==> config.mk <==
export PLATFORM = sky130hd
export DESIGN_NAME = agen_stage2_top
export DESIGN_NICKNAME = d
export VERILOG_FILES = /design/src/agen_pkg.sv /design/src/agen_in_latch.sv /design/src/agen_addr_calc.sv /design/src/cmps_ptr_track.sv /design/src/seg_limit_check.sv /design/src/agen_out_latch.sv /design/src/agen_stage2_top.sv
export VERILOG_INCLUDE_DIRS = /design/src
export SDC_FILE = /design/constraint.sdc
export NUM_CORES = 2
export LEC_CHECK = 0
export ABC_CLOCK_PERIOD_IN_PS = 5990
export BUFFER_PORTS_ARGS = -buffer_cell sky130_fd_sc_hd__buf_2
export CORE_AREA = 2 2 347 349
export CTS_BUF_LIST = sky130_fd_sc_hd__clkbuf_4
export CTS_CLUSTER_DIAMETER = 150
export CTS_CLUSTER_SIZE = 16
export DETAILED_ROUTE_END_ITERATION = 7
export DIE_AREA = 0 0 349 351
export PLACE_DENSITY = 0.58
export SLEW_MARGIN = 0
export SYNTH_ARGS = -nofsm -noshare
export SYNTH_HDL_FRONTEND = slang
export SYNTH_SLANG_ARGS = --single-unit
==> constraint.sdc <==
create_clock -name clk -period 5.99 [get_ports clk]
set_input_delay 0.2995 -clock clk [delete_from_list [all_inputs] [get_ports clk]]
set_output_delay 0.2995 -clock clk [all_outputs]
set_load 0.03 [all_outputs]
==> src/agen_defs.svh <==
`ifndef AGEN_DEFS_SVH
`define AGEN_DEFS_SVH

// linear address and operand width
`define AGEN_AW 32

// selector data width, base is selector << 16
`define AGEN_SELW 16

// segment registers es, cs, ss, ds, fs, gs and two spares
`define AGEN_NSEG 8

// memory access size codes
`define SIZE_B 2'd0
`define SIZE_W 2'd1
`define SIZE_D 2'd2

`endif

==> src/agen_pkg.sv <==
`include "agen_defs.svh"

package agen_pkg;

   typedef logic [`AGEN_AW-1:0] word_t;
   typedef logic [`AGEN_SELW-1:0] sel_t;
   typedef logic [$clog2(`AGEN_NSEG)-1:0] seg_id_t;

   // read address source
   typedef enum logic [1:0] {
      rd_seg1,
      rd_stack,
      rd_intr,
      rd_cmps
   } rd_sel_e;

   // write address source
   typedef enum logic {
      wr_seg1,
      wr_stack
   } wr_sel_e;

   // control-store bits used by this stage
   typedef struct packed {
      logic    mux_imm1;
      rd_sel_e rd_sel;
      wr_sel_e wr_sel;
      logic    repne_steady;
      logic    cmps_first;
      logic    cmps_second;
      logic    jmp_stall;
      logic    near_ret;
      logic    far_ret;
      logic    ld_flags;
      logic    df_affected;
   } agen_ctrl_t;

   // fields carried untouched to execute
   typedef struct packed {
      word_t       neip;
      sel_t        ncs;
      logic [2:0]  drid1;
      logic [2:0]  drid2;
      logic [2:0]  aluk;
      logic        ld_gpr1;
      logic        ld_mm;
      logic [1:0]  dr1_size;
      logic [1:0]  dr2_size;
      logic [63:0] mm_a;
      logic [63:0] mm_b;
   } agen_pass_t;

   // stage-1 bundle
   typedef struct packed {
      logic       v;
      word_t      eip;
      word_t      a;
      word_t      b;
      word_t      sp_xchg;
      word_t      base_disp;
      word_t      sib_seg1;
      word_t      sib_si;
      sel_t       seg1_data;
      sel_t       seg2_data;
      word_t      intr_addr;
      seg_id_t    seg1_id;
      logic       mem_rd;
      logic       mem_wr;
      logic [1:0] mem_size;
      logic       repne;
      logic       df;
      logic       page_fault;
      agen_ctrl_t ctrl;
      agen_pass_t pass;
   } agen_in_t;

   // bundle toward execute
   typedef struct packed {
      logic       v;
      word_t      a;
      word_t      b;
      word_t      sp_xchg;
      word_t      mem_rd_addr;
      word_t      mem_wr_addr;
      logic       mem_rd;
      logic       mem_wr;
      logic [1:0] mem_size;
      logic       seg_exc;
      logic       page_fault;
      logic       repne;
      logic       jmp_stall;
      logic       v_ld_df;
      agen_pass_t pass;
   } agen_out_t;

   // segment limit table write
   typedef struct packed {
      logic    en;
      seg_id_t id;
      word_t   limit;
   } seg_wr_t;

   // current cmps pointer and its saved segment
   typedef struct packed {
      word_t   ptr;
      seg_id_t seg;
   } cmps_ptr_t;

   // combinational results of the address stage
   typedef struct packed {
      word_t   a;
      word_t   b;
      word_t   rd_addr;
      word_t   wr_addr;
      word_t   chk_base;
      seg_id_t chk_seg;
   } agen_calc_t;

   // access size in bytes
   function automatic word_t size_bytes(input logic [1:0] size);
      case (size)
         `SIZE_B: return word_t'(1);
         `SIZE_W: return word_t'(2);
         default: return word_t'(4);
      endcase
   endfunction

endpackage

==> src/agen_in_latch.sv <==
`timescale 1ns/1ns

module agen_in_latch (
   input  logic              clk,
   input  logic              rst,
   input  agen_pkg::agen_in_t stage_in,
   input  agen_pkg::seg_wr_t  seg_wr,
   output agen_pkg::agen_in_t lat,
   output agen_pkg::seg_wr_t  lat_seg_wr
);

   // payload loads every cycle, only the valid and strobes reset
   always_ff @(posedge clk) begin
      lat        <= stage_in;
      lat_seg_wr <= seg_wr;
      if (rst) begin
         lat.v         <= 1'b0;
         lat.mem_rd    <= 1'b0;
         lat.mem_wr    <= 1'b0;
         lat_seg_wr.en <= 1'b0;
      end
   end

   // the cmps read source is only legal inside a string op
   // decode must never hand one over outside repne or a cmps uop
   a_cmps_src_legal : assert property (
      @(posedge clk) disable iff (rst)
      (lat.v && lat.ctrl.rd_sel == agen_pkg::rd_cmps) |->
         (lat.repne || lat.ctrl.cmps_first || lat.ctrl.cmps_second)
   ) else $error("cmps read source without repne or cmps uop");

endmodule

==> src/agen_addr_calc.sv <==
`timescale 1ns/1ns

`include "agen_defs.svh"

module agen_addr_calc (
   input  agen_pkg::agen_in_t   lat,
   input  agen_pkg::cmps_ptr_t  cmps,
   output agen_pkg::agen_calc_t calc_out
);

   agen_pkg::word_t seg1_base;
   agen_pkg::word_t seg2_base;
   agen_pkg::word_t seg1_addr;
   agen_pkg::word_t stack_addr;
   agen_pkg::word_t repne_base;
   agen_pkg::word_t cmps_addr;
   logic            steady;

   // segment base is the selector data moved to the upper half
   assign seg1_base = {lat.seg1_data, {`AGEN_SELW{1'b0}}};
   assign seg2_base = {lat.seg2_data, {`AGEN_SELW{1'b0}}};

   // base+disp already carries the index, add seg1 base
   assign seg1_addr  = lat.base_disp + lat.sib_seg1;
   assign stack_addr = seg2_base + lat.sp_xchg;

   // after the first iteration the saved pointer replaces A
   assign steady     = lat.ctrl.repne_steady;
   assign repne_base = steady ? cmps.ptr : lat.a;
   assign cmps_addr  = seg1_base + repne_base;

   always_comb begin
      calc_out = '0;

      calc_out.a = lat.repne ? repne_base : lat.a;
      calc_out.b = lat.ctrl.mux_imm1 ? agen_pkg::word_t'(1) : lat.b;

      case (lat.ctrl.rd_sel)
         agen_pkg::rd_seg1:  calc_out.rd_addr = seg1_addr;
         agen_pkg::rd_stack: calc_out.rd_addr = stack_addr;
         agen_pkg::rd_intr:  calc_out.rd_addr = lat.intr_addr;
         default:            calc_out.rd_addr = cmps_addr;
      endcase

      if (lat.ctrl.wr_sel == agen_pkg::wr_stack) begin
         calc_out.wr_addr = stack_addr;
      end else begin
         calc_out.wr_addr = seg1_addr;
      end

      // limit check follows the same pointer and segment as the access
      calc_out.chk_base = repne_base;
      calc_out.chk_seg  = steady ? cmps.seg : lat.seg1_id;
   end

endmodule

==> src/cmps_ptr_track.sv <==
`timescale 1ns/1ns

module cmps_ptr_track (
   input  logic                clk,
   input  logic                rst,
   input  agen_pkg::agen_in_t  lat,
   output agen_pkg::cmps_ptr_t cmps
);

   agen_pkg::word_t   esi_q;
   agen_pkg::word_t   edi_q;
   agen_pkg::seg_id_t src_seg_q;
   agen_pkg::seg_id_t dst_seg_q;
   agen_pkg::word_t   bytes;
   agen_pkg::word_t   stride;
   agen_pkg::word_t   esi_d;
   agen_pkg::word_t   edi_d;
   logic              ld_esi;
   logic              ld_edi;

   // +size when df is clear, -size when set
   assign bytes  = agen_pkg::size_bytes(lat.mem_size);
   assign stride = lat.df ? -bytes : bytes;

   // steady state walks the saved pointer, otherwise restart from A
   assign esi_d = (lat.ctrl.repne_steady ? esi_q : lat.a) + stride;
   assign edi_d = (lat.ctrl.repne_steady ? edi_q : lat.a) + stride;

   assign ld_esi = lat.v && lat.ctrl.cmps_first;
   assign ld_edi = lat.v && lat.ctrl.cmps_second;

   always_ff @(posedge clk) begin
      if (rst) begin
         esi_q     <= '0;
         edi_q     <= '0;
         src_seg_q <= '0;
         dst_seg_q <= '0;
      end else begin
         if (ld_esi) begin
            esi_q <= esi_d;
            // segment is captured once per string op
            if (!lat.ctrl.repne_steady) begin
               src_seg_q <= lat.seg1_id;
            end
         end
         if (ld_edi) begin
            edi_q <= edi_d;
            if (!lat.ctrl.repne_steady) begin
               dst_seg_q <= lat.seg1_id;
            end
         end
      end
   end

   // second uop reads the destination string
   always_comb begin
      if (lat.ctrl.cmps_second) begin
         cmps.ptr = edi_q;
         cmps.seg = dst_seg_q;
      end else begin
         cmps.ptr = esi_q;
         cmps.seg = src_seg_q;
      end
   end

   // the two cmps uops are issued in separate cycles by the sequencer
   a_cmps_uop_onehot : assert property (
      @(posedge clk) disable iff (rst)
      lat.v |-> !(lat.ctrl.cmps_first && lat.ctrl.cmps_second)
   ) else $error("cmps first and second uop in the same cycle");

endmodule

==> src/seg_limit_check.sv <==
`timescale 1ns/1ns

`include "agen_defs.svh"

module seg_limit_check (
   input  logic               clk,
   input  logic               rst,
   input  agen_pkg::agen_in_t lat,
   input  agen_pkg::seg_wr_t  lat_seg_wr,
   input  agen_pkg::word_t    check_base,
   input  agen_pkg::seg_id_t  check_seg,
   output logic               seg_exc
);

   agen_pkg::word_t     limits [`AGEN_NSEG];
   agen_pkg::word_t     offset;
   logic [`AGEN_AW:0]   last_byte;
   logic                access;

   // limits open to the full 4G after reset
   always_ff @(posedge clk) begin
      if (rst) begin
         for (int i = 0; i < `AGEN_NSEG; i++) begin
            limits[i] <= '1;
         end
      end else if (lat_seg_wr.en) begin
         limits[lat_seg_wr.id] <= lat_seg_wr.limit;
      end
   end

   // string ops check the walking pointer instead of base+disp
   assign offset = lat.repne ? check_base : lat.base_disp;

   // one extra bit so a wrap past 4G counts as a violation
   assign last_byte = {1'b0, offset} + {1'b0, agen_pkg::size_bytes(lat.mem_size)} - 1'b1;

   assign access  = lat.v && (lat.mem_rd || lat.mem_wr);
   assign seg_exc = access && (last_byte > {1'b0, limits[check_seg]});

endmodule

==> src/agen_out_latch.sv <==
`timescale 1ns/1ns

module agen_out_latch (
   input  logic                 clk,
   input  logic                 rst,
   input  agen_pkg::agen_in_t   lat,
   input  agen_pkg::agen_calc_t calc_out,
   input  logic                 seg_exc,
   output agen_pkg::agen_out_t  stage_out
);

   agen_pkg::agen_out_t out_d;

   always_comb begin
      out_d.v           = lat.v;
      out_d.a           = calc_out.a;
      out_d.b           = calc_out.b;
      out_d.sp_xchg     = lat.sp_xchg;
      out_d.mem_rd_addr = calc_out.rd_addr;
      out_d.mem_wr_addr = calc_out.wr_addr;
      out_d.mem_rd      = lat.mem_rd;
      out_d.mem_wr      = lat.mem_wr;
      out_d.mem_size    = lat.mem_size;
      out_d.seg_exc     = seg_exc;
      out_d.page_fault  = lat.page_fault;
      out_d.repne       = lat.repne;
      // fetch stalls on jumps and on both return flavours
      out_d.jmp_stall   = lat.v && (lat.ctrl.jmp_stall || lat.ctrl.near_ret ||
                                    lat.ctrl.far_ret);
      // df written back only when flags load and df is touched
      out_d.v_ld_df     = lat.v && lat.ctrl.ld_flags && lat.ctrl.df_affected;
      out_d.pass        = lat.pass;
   end

   always_ff @(posedge clk) begin
      stage_out <= out_d;
      if (rst) begin
         stage_out.v         <= 1'b0;
         stage_out.mem_rd    <= 1'b0;
         stage_out.mem_wr    <= 1'b0;
         stage_out.seg_exc   <= 1'b0;
         stage_out.jmp_stall <= 1'b0;
         stage_out.v_ld_df   <= 1'b0;
      end
   end

endmodule

==> src/agen_stage2_top.sv <==
`timescale 1ns/1ns

module agen_stage2_top (
   input  logic                clk,
   input  logic                rst,
   input  agen_pkg::agen_in_t  stage_in,
   input  agen_pkg::seg_wr_t   seg_wr,
   output agen_pkg::agen_out_t stage_out
);

   agen_pkg::agen_in_t   lat;
   agen_pkg::seg_wr_t    lat_seg_wr;
   agen_pkg::cmps_ptr_t  cmps;
   agen_pkg::agen_calc_t calc_out;
   logic                 seg_exc;

   agen_in_latch u_in_latch (
      .clk        (clk),
      .rst        (rst),
      .stage_in   (stage_in),
      .seg_wr     (seg_wr),
      .lat        (lat),
      .lat_seg_wr (lat_seg_wr)
   );

   cmps_ptr_track u_cmps (
      .clk  (clk),
      .rst  (rst),
      .lat  (lat),
      .cmps (cmps)
   );

   agen_addr_calc u_calc (
      .lat      (lat),
      .cmps     (cmps),
      .calc_out (calc_out)
   );

   seg_limit_check u_limit (
      .clk        (clk),
      .rst        (rst),
      .lat        (lat),
      .lat_seg_wr (lat_seg_wr),
      .check_base (calc_out.chk_base),
      .check_seg  (calc_out.chk_seg),
      .seg_exc    (seg_exc)
   );

   agen_out_latch u_out_latch (
      .clk       (clk),
      .rst       (rst),
      .lat       (lat),
      .calc_out  (calc_out),
      .seg_exc   (seg_exc),
      .stage_out (stage_out)
   );

endmodule

==> reports/metrics.cfg <==
[timing]
worst_pin_slew_ns = 1.16
rsz0062_at_grt = false
setup_viol = 0
clock_skew_ns = 0.105
max_freq_mhz = 175
max_slew_margin = 0.224
finalMaxSlewViolations = 0
period_minus_slack_ns = 5.73
fin_setup_tns_ns = 0
fin_hold_ws_ns = 0.254
layout_worst_path_cycle_share = 0.956
hold_viol_final = 0

[placed_design]
numPortBuffers = 836
dpl.hpwl_mm = 117
placedCellCount = 5795
routabilityCongestion = 0.945

[floorplanning]
die_w_microns = 349
core_area_sq_um = 119000
ios = 901
rows = 127
dieArea_sq_um = 122000
initial_core_util = 0.352
die_y_microns = 351

[cells_and_area]
syn2layout_area_growth_pct = 40.0
multi_input_area_sq_um = 15300
instances_no_fill = 6924
nFillCells = 10700
final_util = 0.493
layout_commonest_cell = dlygate4sd3_1
seqCellArea_sq_um = 25800
finalNetCount = 6021
layout_common_cells = 953 x dlygate4sd3_1, 899 x dfxtp_1, 836 x buf_2
drive_gt1_frac = 0.243

[synth]
postSynthCellCount = 3473
yosys_warnings = 0
async_flop_share = 0
synthFlopType = dfxtp_1
syn-num-nets = 4210
netlist_top_cells_area = dfxtp_1 43%, edfxtp_1 18%, ha_1 5.7%, mux4_2 4.7%, nand2_1 3.1%
yosysTopAreaCellShare = 0.432
synth_cell_type_count = 71
synth-seq-cells = 1161
syn_avg_cell_area_sq_um = 12.1
syn_area_sq_um = 41900
seq_area_frac_synth = 0.615
synth_edf_count = 256
yosysTopAreaCell = dfxtp_1

[routing]
first_iter_violations = 2105
viasPerCell = 4.80
routed_wl_mm = 161
wl_per_cell_microns = 23.2
drc = 0
dr.pass1.iters = 5
antenna_left = 0
vias = 33200

[worst_setup_path]
reg2regPathDepth = 25
endpoint_kind = register
path_class = register to register
worstPathRequired_ns = 7.00
slowest_delay_ns = 0.45
slowest_stage = o31ai_1
cp-start-kind = register
cp_max_fo = 14
crit_top_cell = a211oi_1
critical_path_arrival_ns = 6.74

[cts]
cts_tree = yes
clock_latency_ns = 1.12
cts_max_level = 3
path_clk_slew_ns = 0.21
cts.sinks = 1161
cts_root_buffer = clkbuf_4
cts_buffers = 82
cts_buffer_depth = 3

[worst_hold_path]
hold_class = primary input to register
hold_depth = 4

[power]
p_per_area_nw_per_um2 = 259
ir_drop_v = 0.000271
p_leak_uw = 0.0247

[grt]
grt_pass1_wl_mm = 227
antenna_found_initial = 32
grt_max_degree = 75
grtUsageTotal = 0.256
grt_pass1_vias = 34000
overflow = 0

[run_status]
status = complete, no violations

[flow_run]
maxCapViolCount = 0

-- cells by family after synthesis --
kind of cell             share of synthesized area
adder cells (fa/ha/maj)                     0.0599
AO/OA/AOI/OAI                               0.0947
buffers and inverters                       0.0206
flip-flops                                   0.615
AND/OR/NAND/NOR                              0.110
XOR/XNOR                                    0.0259
multiplexers                                0.0734
-- final timing paths --
path | start | end | slack (ns)
max | u_in_latch.lat[196] | u_out_latch.stage_out[195] | 0.26
min | rst | u_cmps.src_seg_q[2] | 0.25
max reg2reg | u_in_latch.lat[196] | u_out_latch.stage_out[195] | 0.26
min reg2reg | u_in_latch.lat[34] | u_out_latch.stage_out[34] | 0.32
-- state kept, by name (all words and copies together) (netlist names) --
name / flops
u_cmps.dst_seg_q: 3
u_cmps.edi_q: 32
u_cmps.esi_q: 32
u_cmps.src_seg_q: 3
u_in_latch.lat: 438
u_in_latch.lat_seg_wr: 36
u_limit.limits: 256
u_out_latch.stage_out: 361
-- Yosys cell counts (5+ instances only) --
master / count
o41ai_1: 6
or2_2: 133
a211oi_1: 30
o211ai_1: 14
or3_1: 41
a221oi_1: 5
nor3b_1: 6
clkbuf_1: 108
a21boi_0: 33
a311oi_1: 5
mux2i_1: 77
a21oi_1: 198
nand3_1: 27
nor3_1: 32
a31oi_1: 11
nor2_1: 117
buf_1: 13
mux2_2: 31
edfxtp_1: 256
o21a_1: 27
xor2_1: 36
fa_1: 6
o21ai_0: 164
nand2_1: 351
and3_1: 13
a2111oi_0: 5
inv_1: 108
dfxtp_1: 905
nor2b_1: 54
o21bai_1: 18
o31ai_1: 7
nand2b_1: 117
ha_1: 191
mux4_2: 87
nand4_1: 22
a21o_1: 67
xnor2_1: 88
-- worst max-delay path: cells and delay by family (launching register included) --
kind	cells	cell delay [ns]
muxes	1	0.29
and+or+nand+nor	4	0.57
xor gates and xnor gates	1	0.14
buffers and inverters	4	0.67
adders and majority gates	2	0.68
AOI/OAI and AO/OA	13	2.88
DFF	1	0.42
-- report_power, final --
group          switching (uW)  total (uW)  internal (uW)
clock network            2490        3290            805
logic                    1770        3200           1430
registers                 270        8700           8430
total                    4530       15200          10700
-- layer usage --
metal | GRT usage | share of wire | up-vias
met5 | 0 | 0.00014 | -
met4 | 0.113 | 0.046 | 4
met3 | 0.0544 | 0.062 | 244
met2 | 0.467 | 0.51 | 1150
met1 | 0.284 | 0.38 | 16000
li1 | - | - | 15800
-- cell type report --
type / count / share of cell area
flip-flops and latches: 1161 / 0.440
multi-input cells: 2082 / 0.261
repair buffers: 1848 / 0.242
well taps: 1548 / 0.0330
clock buffers: 103 / 0.0132
inverters: 109 / 0.00701
diodes: 65 / 0.00277
clock inverters: 8 / 0.00109
-- through the flow --
stage,setup WS (ns),cell area [sq um],power [uW]
2_1_floorplan,0.558,41900,10500
3_3_place_gp,0.227,48200,11500
3_5_place_dp,0.134,48200,11500
4_1_cts,0.0978,58500,15300
5_1_grt,0.111,58700,15900
6_report,0.261,58700,15200
-- repair_timing --
| item | 4_1_cts | 5_1_grt |
|---|---|---|
| hold buffers | 953 | 0 |
| setup endpoints to repair | 0 | 1 |
| buffers inserted | 0 | 0 |
| endpoints found under the hold margin | 487 | 0 |
| resized for setup | 0 | 18 |
No activity file was read; power rests on OpenSTA's default activity.
